[src/hw/wr_bus_pkg.sv]
package wr_bus_pkg;

    // bus geometry
    localparam int ADDR_WIDTH  = 32;
    localparam int NUM_MASTERS = 3;
    localparam int NUM_SLAVES  = 8;

    // granted master, 0..2
    typedef logic [1:0] master_idx_t;
    // target slave, 0..7 real, 8 is the decode-error sink
    typedef logic [3:0] slave_idx_t;

    localparam slave_idx_t DEFAULT_SLAVE = 4'd8;

    // write response codes
    typedef logic [1:0] resp_t;

    localparam resp_t RESP_OKAY   = 2'b00;
    localparam resp_t RESP_DECERR = 2'b11;

    // region tags, upper 16 address bits
    localparam logic [15:0] REGION_ROM   = 16'h0000;
    localparam logic [15:0] REGION_IM    = 16'h0001;
    localparam logic [15:0] REGION_DM    = 16'h0002;
    localparam logic [15:0] REGION_SCTRL = 16'h1000;
    localparam logic [15:0] REGION_WDT   = 16'h1001;
    localparam logic [15:0] REGION_EPU   = 16'h0010;
    localparam logic [15:0] REGION_DMA   = 16'h0003;
    // DRAM is the only region tagged by the top byte alone
    localparam logic [7:0]  REGION_DRAM  = 8'h20;

    // address to slave port, unmapped goes to the sink
    function automatic slave_idx_t decode_slave(input logic [ADDR_WIDTH-1:0] addr);
        logic [15:0] region;
        slave_idx_t  idx;
        region = addr[ADDR_WIDTH-1 -: 16];
        case (region)
            REGION_ROM:   idx = 4'd0;
            REGION_IM:    idx = 4'd1;
            REGION_DM:    idx = 4'd2;
            REGION_SCTRL: idx = 4'd3;
            REGION_WDT:   idx = 4'd4;
            REGION_EPU:   idx = 4'd6;
            REGION_DMA:   idx = 4'd7;
            default: begin
                // 0x20xx_xxxx, any lower byte of the tag
                if (addr[ADDR_WIDTH-1 -: 8] == REGION_DRAM) begin
                    idx = 4'd5;
                end else begin
                    idx = DEFAULT_SLAVE;
                end
            end
        endcase
        return idx;
    endfunction

endpackage

[src/hw/write_arbiter.sv]
module write_arbiter (
    input  logic                               ACLK,
    input  logic                               ARESETn,
    // raw AW requests from every master
    input  logic                               aw_valid [wr_bus_pkg::NUM_MASTERS],
    input  logic [wr_bus_pkg::ADDR_WIDTH-1:0]  aw_addr  [wr_bus_pkg::NUM_MASTERS],
    // granted W channel as seen after the mux
    input  logic                               w_valid,
    input  logic                               w_ready,
    input  logic                               w_last,
    // B still owed to the last master
    input  logic                               resp_pending,
    output logic                               grant_valid,
    output wr_bus_pkg::master_idx_t            grant_master,
    output wr_bus_pkg::slave_idx_t             grant_slave,
    output logic                               w_done
);

    // one state per owning master
    typedef enum logic [1:0] {
        IDLE,
        M0,
        M1,
        M2
    } state_t;

    state_t                  state;
    logic                    req_any;
    wr_bus_pkg::master_idx_t req_master;

    // fixed priority, M2 first
    always_comb begin
        req_any    = aw_valid[2] || aw_valid[1] || aw_valid[0];
        req_master = 2'd0;
        if (aw_valid[2]) begin
            req_master = 2'd2;
        end else if (aw_valid[1]) begin
            req_master = 2'd1;
        end
    end

    always_ff @(posedge ACLK) begin
        if (!ARESETn) begin
            state       <= IDLE;
            grant_slave <= wr_bus_pkg::DEFAULT_SLAVE;
        end else begin
            case (state)
                IDLE: begin
                    // wait out the previous response before a new grant
                    if (req_any && !resp_pending) begin
                        grant_slave <= wr_bus_pkg::decode_slave(aw_addr[req_master]);
                        case (req_master)
                            2'd2:    state <= M2;
                            2'd1:    state <= M1;
                            default: state <= M0;
                        endcase
                    end
                end
                default: begin
                    // route held until the last beat is taken
                    if (w_done) begin
                        state <= IDLE;
                    end
                end
            endcase
        end
    end

    assign grant_valid = (state != IDLE);

    always_comb begin
        case (state)
            M1:      grant_master = 2'd1;
            M2:      grant_master = 2'd2;
            default: grant_master = 2'd0;
        endcase
    end

    // final beat accepted by the routed slave
    assign w_done = grant_valid && w_valid && w_ready && w_last;

    // route must not move under an active burst
    a_grant_stable: assert property (
        @(posedge ACLK) disable iff (!ARESETn)
        grant_valid && $past(grant_valid) |-> $stable(grant_master) && $stable(grant_slave)
    ) else $error("grant route changed while grant_valid high");

endmodule

[src/hw/channel_mux.sv]
module channel_mux #(
    parameter type payload_t = logic
) (
    input  logic                     grant_valid,
    input  wr_bus_pkg::master_idx_t  grant_master,
    input  wr_bus_pkg::slave_idx_t   grant_slave,
    // master side
    input  logic                     src_valid   [wr_bus_pkg::NUM_MASTERS],
    input  payload_t                 src_payload [wr_bus_pkg::NUM_MASTERS],
    output logic                     src_ready   [wr_bus_pkg::NUM_MASTERS],
    // slave side, last entry is the default slave
    input  logic                     dst_ready   [wr_bus_pkg::NUM_SLAVES+1],
    output logic                     dst_valid   [wr_bus_pkg::NUM_SLAVES+1],
    output payload_t                 dst_payload [wr_bus_pkg::NUM_SLAVES+1],
    // the granted pair
    output logic                     sel_valid,
    output logic                     sel_ready,
    output payload_t                 sel_payload
);

    logic [wr_bus_pkg::NUM_SLAVES:0] dst_valid_vec;

    always_comb begin
        sel_payload = src_payload[grant_master];
        sel_valid   = grant_valid && src_valid[grant_master];
        sel_ready   = grant_valid && dst_ready[grant_slave];
        // ready only back to the owner
        for (int m = 0; m < wr_bus_pkg::NUM_MASTERS; m++) begin
            src_ready[m] = sel_ready && (grant_master == wr_bus_pkg::master_idx_t'(m));
        end
        // valid only to the routed target, payload goes everywhere
        for (int s = 0; s <= wr_bus_pkg::NUM_SLAVES; s++) begin
            dst_valid_vec[s] = sel_valid && (grant_slave == wr_bus_pkg::slave_idx_t'(s));
            dst_valid[s]     = dst_valid_vec[s];
            dst_payload[s]   = sel_payload;
        end
    end

    // never two targets at once
    always_comb begin
        a_dst_onehot: assert ($onehot0(dst_valid_vec))
            else $error("more than one dst_valid high: %h", dst_valid_vec);
    end

endmodule

[src/hw/resp_router.sv]
module resp_router #(
    parameter int ID_WIDTH = 4
) (
    input  logic                     ACLK,
    input  logic                     ARESETn,
    input  logic                     w_done,
    input  wr_bus_pkg::master_idx_t  grant_master,
    input  wr_bus_pkg::slave_idx_t   grant_slave,
    input  logic [ID_WIDTH-1:0]      aw_id,
    output logic                     resp_pending,
    // default slave, takes everything
    output logic                     dflt_aw_ready,
    output logic                     dflt_w_ready,
    // slave B
    input  logic                     s_b_valid [wr_bus_pkg::NUM_SLAVES],
    input  wr_bus_pkg::resp_t        s_b_resp  [wr_bus_pkg::NUM_SLAVES],
    input  logic [ID_WIDTH-1:0]      s_b_id    [wr_bus_pkg::NUM_SLAVES],
    output logic                     s_b_ready [wr_bus_pkg::NUM_SLAVES],
    // master B
    input  logic                     m_b_ready [wr_bus_pkg::NUM_MASTERS],
    output logic                     m_b_valid [wr_bus_pkg::NUM_MASTERS],
    output wr_bus_pkg::resp_t        m_b_resp  [wr_bus_pkg::NUM_MASTERS],
    output logic [ID_WIDTH-1:0]      m_b_id    [wr_bus_pkg::NUM_MASTERS]
);

    wr_bus_pkg::master_idx_t route_master;
    wr_bus_pkg::slave_idx_t  route_slave;
    logic [ID_WIDTH-1:0]     route_id;
    logic                    dflt_b_valid;
    logic                    is_dflt;
    logic                    b_valid;
    logic                    b_ready;
    wr_bus_pkg::resp_t       b_resp;
    logic [ID_WIDTH-1:0]     b_id;

    assign dflt_aw_ready = 1'b1;
    assign dflt_w_ready  = 1'b1;

    // route snapshot at the last W beat
    always_ff @(posedge ACLK) begin
        if (w_done) begin
            route_master <= grant_master;
            route_slave  <= grant_slave;
            route_id     <= aw_id;
        end
    end

    always_ff @(posedge ACLK) begin
        if (!ARESETn) begin
            resp_pending <= 1'b0;
            dflt_b_valid <= 1'b0;
        end else if (w_done) begin
            resp_pending <= 1'b1;
            // decode error answered on the next cycle
            dflt_b_valid <= (grant_slave == wr_bus_pkg::DEFAULT_SLAVE);
        end else if (resp_pending && b_valid && b_ready) begin
            resp_pending <= 1'b0;
            dflt_b_valid <= 1'b0;
        end
    end

    always_comb begin
        is_dflt = (route_slave == wr_bus_pkg::DEFAULT_SLAVE);
        b_valid = is_dflt ? dflt_b_valid : s_b_valid[route_slave[2:0]];
        b_resp  = is_dflt ? wr_bus_pkg::RESP_DECERR : s_b_resp[route_slave[2:0]];
        b_id    = is_dflt ? route_id : s_b_id[route_slave[2:0]];
        b_ready = m_b_ready[route_master];
        for (int s = 0; s < wr_bus_pkg::NUM_SLAVES; s++) begin
            s_b_ready[s] = resp_pending && !is_dflt && b_ready
                        && (route_slave == wr_bus_pkg::slave_idx_t'(s));
        end
        for (int m = 0; m < wr_bus_pkg::NUM_MASTERS; m++) begin
            m_b_valid[m] = resp_pending && b_valid
                        && (route_master == wr_bus_pkg::master_idx_t'(m));
            m_b_resp[m]  = b_resp;
            m_b_id[m]    = b_id;
        end
    end

    // no B reaches a master outside a pending response
    a_b_needs_pending: assert property (
        @(posedge ACLK) disable iff (!ARESETn)
        (m_b_valid[0] || m_b_valid[1] || m_b_valid[2]) |-> resp_pending
    ) else $error("m_b_valid high with no response pending");

    // arbiter must hold off a new burst until B is done
    a_single_outstanding: assert property (
        @(posedge ACLK) disable iff (!ARESETn)
        w_done |-> !resp_pending
    ) else $error("w_done while a response is still pending");

endmodule

[src/hw/write_interconnect.sv]
module write_interconnect #(
    parameter int DATA_WIDTH = 32,
    parameter int ID_WIDTH   = 4
) (
    input  logic                               ACLK,
    input  logic                               ARESETn,
    // masters
    input  logic                               m_aw_valid [wr_bus_pkg::NUM_MASTERS],
    input  logic [wr_bus_pkg::ADDR_WIDTH-1:0]  m_aw_addr  [wr_bus_pkg::NUM_MASTERS],
    input  logic [ID_WIDTH-1:0]                m_aw_id    [wr_bus_pkg::NUM_MASTERS],
    output logic                               m_aw_ready [wr_bus_pkg::NUM_MASTERS],
    input  logic                               m_w_valid  [wr_bus_pkg::NUM_MASTERS],
    input  logic [DATA_WIDTH-1:0]              m_w_data   [wr_bus_pkg::NUM_MASTERS],
    input  logic                               m_w_last   [wr_bus_pkg::NUM_MASTERS],
    output logic                               m_w_ready  [wr_bus_pkg::NUM_MASTERS],
    output logic                               m_b_valid  [wr_bus_pkg::NUM_MASTERS],
    output wr_bus_pkg::resp_t                  m_b_resp   [wr_bus_pkg::NUM_MASTERS],
    output logic [ID_WIDTH-1:0]                m_b_id     [wr_bus_pkg::NUM_MASTERS],
    input  logic                               m_b_ready  [wr_bus_pkg::NUM_MASTERS],
    // slaves
    output logic                               s_aw_valid [wr_bus_pkg::NUM_SLAVES],
    output logic [wr_bus_pkg::ADDR_WIDTH-1:0]  s_aw_addr  [wr_bus_pkg::NUM_SLAVES],
    output logic [ID_WIDTH-1:0]                s_aw_id    [wr_bus_pkg::NUM_SLAVES],
    input  logic                               s_aw_ready [wr_bus_pkg::NUM_SLAVES],
    output logic                               s_w_valid  [wr_bus_pkg::NUM_SLAVES],
    output logic [DATA_WIDTH-1:0]              s_w_data   [wr_bus_pkg::NUM_SLAVES],
    output logic                               s_w_last   [wr_bus_pkg::NUM_SLAVES],
    input  logic                               s_w_ready  [wr_bus_pkg::NUM_SLAVES],
    input  logic                               s_b_valid  [wr_bus_pkg::NUM_SLAVES],
    input  wr_bus_pkg::resp_t                  s_b_resp   [wr_bus_pkg::NUM_SLAVES],
    input  logic [ID_WIDTH-1:0]                s_b_id     [wr_bus_pkg::NUM_SLAVES],
    output logic                               s_b_ready  [wr_bus_pkg::NUM_SLAVES]
);

    typedef struct packed {
        logic [wr_bus_pkg::ADDR_WIDTH-1:0] addr;
        logic [ID_WIDTH-1:0]               id;
    } aw_payload_t;

    typedef struct packed {
        logic [DATA_WIDTH-1:0] data;
        logic                  last;
    } w_payload_t;

    logic                    grant_valid;
    wr_bus_pkg::master_idx_t grant_master;
    wr_bus_pkg::slave_idx_t  grant_slave;
    logic                    w_done;
    logic                    resp_pending;
    logic                    dflt_aw_ready;
    logic                    dflt_w_ready;

    aw_payload_t m_aw_payload   [wr_bus_pkg::NUM_MASTERS];
    aw_payload_t aw_dst_payload [wr_bus_pkg::NUM_SLAVES+1];
    logic        aw_dst_valid   [wr_bus_pkg::NUM_SLAVES+1];
    logic        aw_dst_ready   [wr_bus_pkg::NUM_SLAVES+1];
    aw_payload_t aw_sel_payload;

    w_payload_t  m_w_payload    [wr_bus_pkg::NUM_MASTERS];
    w_payload_t  w_dst_payload  [wr_bus_pkg::NUM_SLAVES+1];
    logic        w_dst_valid    [wr_bus_pkg::NUM_SLAVES+1];
    logic        w_dst_ready    [wr_bus_pkg::NUM_SLAVES+1];
    logic        w_sel_valid;
    logic        w_sel_ready;
    w_payload_t  w_sel_payload;

    // bundle master fields into mux payloads
    for (genvar m = 0; m < wr_bus_pkg::NUM_MASTERS; m++) begin : g_master
        assign m_aw_payload[m] = '{addr: m_aw_addr[m], id: m_aw_id[m]};
        assign m_w_payload[m]  = '{data: m_w_data[m], last: m_w_last[m]};
    end

    // unbundle toward the real slaves
    for (genvar s = 0; s < wr_bus_pkg::NUM_SLAVES; s++) begin : g_slave
        assign s_aw_valid[s]   = aw_dst_valid[s];
        assign s_aw_addr[s]    = aw_dst_payload[s].addr;
        assign s_aw_id[s]      = aw_dst_payload[s].id;
        assign s_w_valid[s]    = w_dst_valid[s];
        assign s_w_data[s]     = w_dst_payload[s].data;
        assign s_w_last[s]     = w_dst_payload[s].last;
        assign aw_dst_ready[s] = s_aw_ready[s];
        assign w_dst_ready[s]  = s_w_ready[s];
    end

    // ninth target is the decode-error sink
    assign aw_dst_ready[wr_bus_pkg::NUM_SLAVES] = dflt_aw_ready;
    assign w_dst_ready[wr_bus_pkg::NUM_SLAVES]  = dflt_w_ready;

    write_arbiter u_arbiter (
        .ACLK         (ACLK),
        .ARESETn      (ARESETn),
        .aw_valid     (m_aw_valid),
        .aw_addr      (m_aw_addr),
        .w_valid      (w_sel_valid),
        .w_ready      (w_sel_ready),
        .w_last       (w_sel_payload.last),
        .resp_pending (resp_pending),
        .grant_valid  (grant_valid),
        .grant_master (grant_master),
        .grant_slave  (grant_slave),
        .w_done       (w_done)
    );

    channel_mux #(.payload_t(aw_payload_t)) u_aw_mux (
        .grant_valid  (grant_valid),
        .grant_master (grant_master),
        .grant_slave  (grant_slave),
        .src_valid    (m_aw_valid),
        .src_payload  (m_aw_payload),
        .src_ready    (m_aw_ready),
        .dst_ready    (aw_dst_ready),
        .dst_valid    (aw_dst_valid),
        .dst_payload  (aw_dst_payload),
        .sel_valid    (),
        .sel_ready    (),
        .sel_payload  (aw_sel_payload)
    );

    channel_mux #(.payload_t(w_payload_t)) u_w_mux (
        .grant_valid  (grant_valid),
        .grant_master (grant_master),
        .grant_slave  (grant_slave),
        .src_valid    (m_w_valid),
        .src_payload  (m_w_payload),
        .src_ready    (m_w_ready),
        .dst_ready    (w_dst_ready),
        .dst_valid    (w_dst_valid),
        .dst_payload  (w_dst_payload),
        .sel_valid    (w_sel_valid),
        .sel_ready    (w_sel_ready),
        .sel_payload  (w_sel_payload)
    );

    resp_router #(.ID_WIDTH(ID_WIDTH)) u_resp_router (
        .ACLK          (ACLK),
        .ARESETn       (ARESETn),
        .w_done        (w_done),
        .grant_master  (grant_master),
        .grant_slave   (grant_slave),
        .aw_id         (aw_sel_payload.id),
        .resp_pending  (resp_pending),
        .dflt_aw_ready (dflt_aw_ready),
        .dflt_w_ready  (dflt_w_ready),
        .s_b_valid     (s_b_valid),
        .s_b_resp      (s_b_resp),
        .s_b_id        (s_b_id),
        .s_b_ready     (s_b_ready),
        .m_b_ready     (m_b_ready),
        .m_b_valid     (m_b_valid),
        .m_b_resp      (m_b_resp),
        .m_b_id        (m_b_id)
    );

endmodule

[config.mk]
export PLATFORM = sky130hd
export DESIGN_NAME = write_interconnect
export DESIGN_NICKNAME = d
export VERILOG_FILES = /design/src/hw/wr_bus_pkg.sv /design/src/hw/write_arbiter.sv /design/src/hw/channel_mux.sv /design/src/hw/resp_router.sv /design/src/hw/write_interconnect.sv
export SDC_FILE = /design/constraint.sdc
export NUM_CORES = 1
export LEC_CHECK = 0
export BUFFER_PORTS_ARGS = -buffer_cell sky130_fd_sc_hd__buf_4
export CAP_MARGIN = 10
export CORE_AREA = 2 2 349 351
export DETAILED_ROUTE_END_ITERATION = 10
export DIE_AREA = 0 0 351 353
export PLACE_DENSITY_LB_ADDON = 0.15
export SLEW_MARGIN = 40
export SYNTH_ARGS = -nofsm -noshare
export SYNTH_HDL_FRONTEND = slang
export SYNTH_HIERARCHICAL = 1
export SYNTH_SLANG_ARGS = --single-unit
[constraint.sdc]
create_clock -name ACLK -period 3.7 [get_ports ACLK]
set_input_delay 0.74 -clock ACLK [delete_from_list [all_inputs] [get_ports ACLK]]
set_output_delay 0.74 -clock ACLK [all_outputs]
set_load 0.02 [all_outputs]
==> out/qor.tcl <==
set qor(max_slew.worst_pin.slew_ps) 808
set qor(status) {finished, final reports clean}
set qor(synth_area_mm2) 0.00795
set qor(effective_utilization_at_floorplan_pct) 6.59
set qor(grt_pass1_vias) 7636
set qor(core_area_mm2) 0.121
set qor(buffer_ports.inserted) 892
set qor(vdd_drop_max_v) 0.000195
set qor(fill_cells) 14000
set qor(postSynthCellCount) 1047
set qor(num-nets-final) 1697
set qor(die-height_um) 353
set qor(power.clock.fraction_pct) 4.1
set qor(multi_input_area_mm2) 0.00304
set qor(total_switching_power_w) 0.00318
set qor(static-leakage-power_nw) 5.73
set qor(final_layout_size_suffix_gt1_share_pct) 72.0
set qor(switching_share_pct) 56.9
set qor(ctsResizeCount) 0
set qor(overflow) 0
set qor(postRouteWirelength_mm) 49.5
set qor(finalSetupViolCount) 0
set qor(power_frac_comb_pct) 91.3
set qor(root_buffer) {sky130_fd_sc_hd__clkbuf_16}
set qor(cts_max_path_buffers) 2
set qor(place_worst_setup_slack_ps) 316
set qor(postCtsSetupBuffers) 0
set qor(routedWlPerCell_um) 16.3
set qor(clk_latency_ps) 250
set qor(worstSetupStartpointType) {flop}
set qor(drc_errors) 0
set qor(total_die_area_mm2) 0.124
set qor(first_pass_grt_wire_length_mm) 63.2
set qor(antenna_found_initial) 3
set qor(holdBufCountCts) 0
set qor(maxCapViolCount) 0
set qor(finish.utilization_pct) 10.7
set qor(num_io_pins) 893
set qor(globalplace.congestion) 0.708
set qor(timing.final.ws_setup_ps) 329
set qor(htree_num_levels) 1
set qor(cp.required_ps) 2960
set qor(cts.reportedPaths.clkPinSlew_ps) 60
set qor(setup-tns-final_ps) 0
set qor(rsz0062_at_grt) {no}
set qor(finalCriticalPeriod_ps) 3370
set qor(endpoint_kind) {output pin}
set qor(grt_start_max_net_pins) 44
set qor(std_cell_rows) 128
set qor(tritoncts_num_sinks) 18
set qor(post-route-period-util_pct) 91.1
set qor(seq_area_um2) 460
set qor(antenna_left) 0
set qor(grt_util_all_layers_pct) 7.25
set qor(dp_hpwl_mm) 44.4
set qor(syn_area_per_cell_um2) 7.59
set qor(fin_worst_skew_ps) 2.27
set qor(clock.fmax_mhz) 297
set qor(worstPathArrival_ps) 2630
set qor(seq_power_share_pct) 4.6
set qor(cts_tree) {built}
set qor(cts_made_buffers) 3
set qor(synth-warning-count) 6
set qor(worstSetupPathType) {reg -> out}
set qor(power_density_mw_per_mm2) 433
set qor(maxSlewViolCount) 0
set qor(areaGrowthSynthToFinish_pct) 62.6
set qor(hold_viol_final) 0
set qor(crit_fanout) 17
set qor(slew_headroom_pct) 45.8
set qor(dr_total_vias) 7783
set qor(worstHoldPathType) {reg -> reg}
set qor(chipWidth_um) 351
set qor(drt_pre_antenna_iters) 4
set qor(avgViaCountPerCell) 2.57
set qor(internal-power_w) 0.00241
set qor(dr.first_iter.drc_count) 216
## sequential cells by signal, summed over array words and instances (netlist names)
name,flops
u_resp_router/dflt_b_valid,1
u_arbiter/grant_slave,4
u_resp_router/route_master,2
u_arbiter/state,2
u_resp_router/route_slave,4
u_resp_router/resp_pending,1
u_resp_router/route_id,4
## placed cells by master, fill, tap and decap left out, drive strengths merged, types with 9 or more instances in the layout
master,instances
o21ai,83
mux4,15
nor3,9
nand2b,10
nand2,90
buf,960
edfxtp,10
nor4,21
nor2,13
mux2i,83
## layout make-up
cell class                      instances  area share, %
Sequential cell                        18           3.56
Clock buffer                            3          0.581
Multi-Input combinational cell        416           23.6
Inverter                                8          0.232
Tap cell                             1625           15.7
Antenna cell                            2         0.0387
Timing Repair Buffer                  960           56.3
Clock inverter                          1         0.0291
## layer usage
metal / track usage (%) / vias to the layer above / wire, um
li1: - / 3671 / -
met1: 8.90 / 3640 / 20700
met2: 13.7 / 466 / 25500
met3: 1.19 / 6 / 3250
met4: 0.412 / 0 / 147
met5: 0 / - / 0
## final timing paths
kind	slack (ps)	to	cells past startpoint	from
max	330	s_aw_valid[3]	7	u_arbiter/state[0]
min	500	u_resp_router/dflt_b_valid	2	u_resp_router/dflt_b_valid
max reg2reg	620	u_resp_router/dflt_b_valid	9	u_arbiter/grant_slave[0]
min reg2reg	500	u_resp_router/dflt_b_valid	2	u_resp_router/dflt_b_valid
## worst max-delay path, stage by stage, from the launching register on
cell,delay (ps)
sky130_fd_sc_hd__dfxtp_1,430
sky130_fd_sc_hd__and2_4,450
sky130_fd_sc_hd__buf_12,230
sky130_fd_sc_hd__mux2i_1,250
sky130_fd_sc_hd__a2bb2oi_2,490
sky130_fd_sc_hd__nor4_1,130
sky130_fd_sc_hd__buf_4,190
sky130_fd_sc_hd__buf_4,160
## power by group through the flow
| stage | clock network [W] | registers [W] | logic, W |
|---|---|---|---|
| after floorplan | 0 | 0.000245 | 0.00406 |
| after global placement | 0 | 0.000262 | 0.00523 |
| after detailed placement | 0 | 0.000262 | 0.00520 |
| after CTS | 0.000242 | 0.000258 | 0.00521 |
| after global routing | 0.000252 | 0.000260 | 0.00540 |
| final | 0.000229 | 0.000256 | 0.00510 |
## stage by stage
stage / hold WS (ps) / power, W / std cells / cell area [um^2]
final: 497 / 0.00559 / 3033 / 12900
after global routing: 527 / 0.00591 / 3031 / 12900
after CTS: 507 / 0.00571 / 3031 / 12900
after detailed placement: 499 / 0.00546 / 3027 / 12800
after global placement: 508 / 0.00549 / 3027 / 12800
after floorplan: 454 / 0.00430 / 1048 / 7950
(Power assumes the default switching activity.)
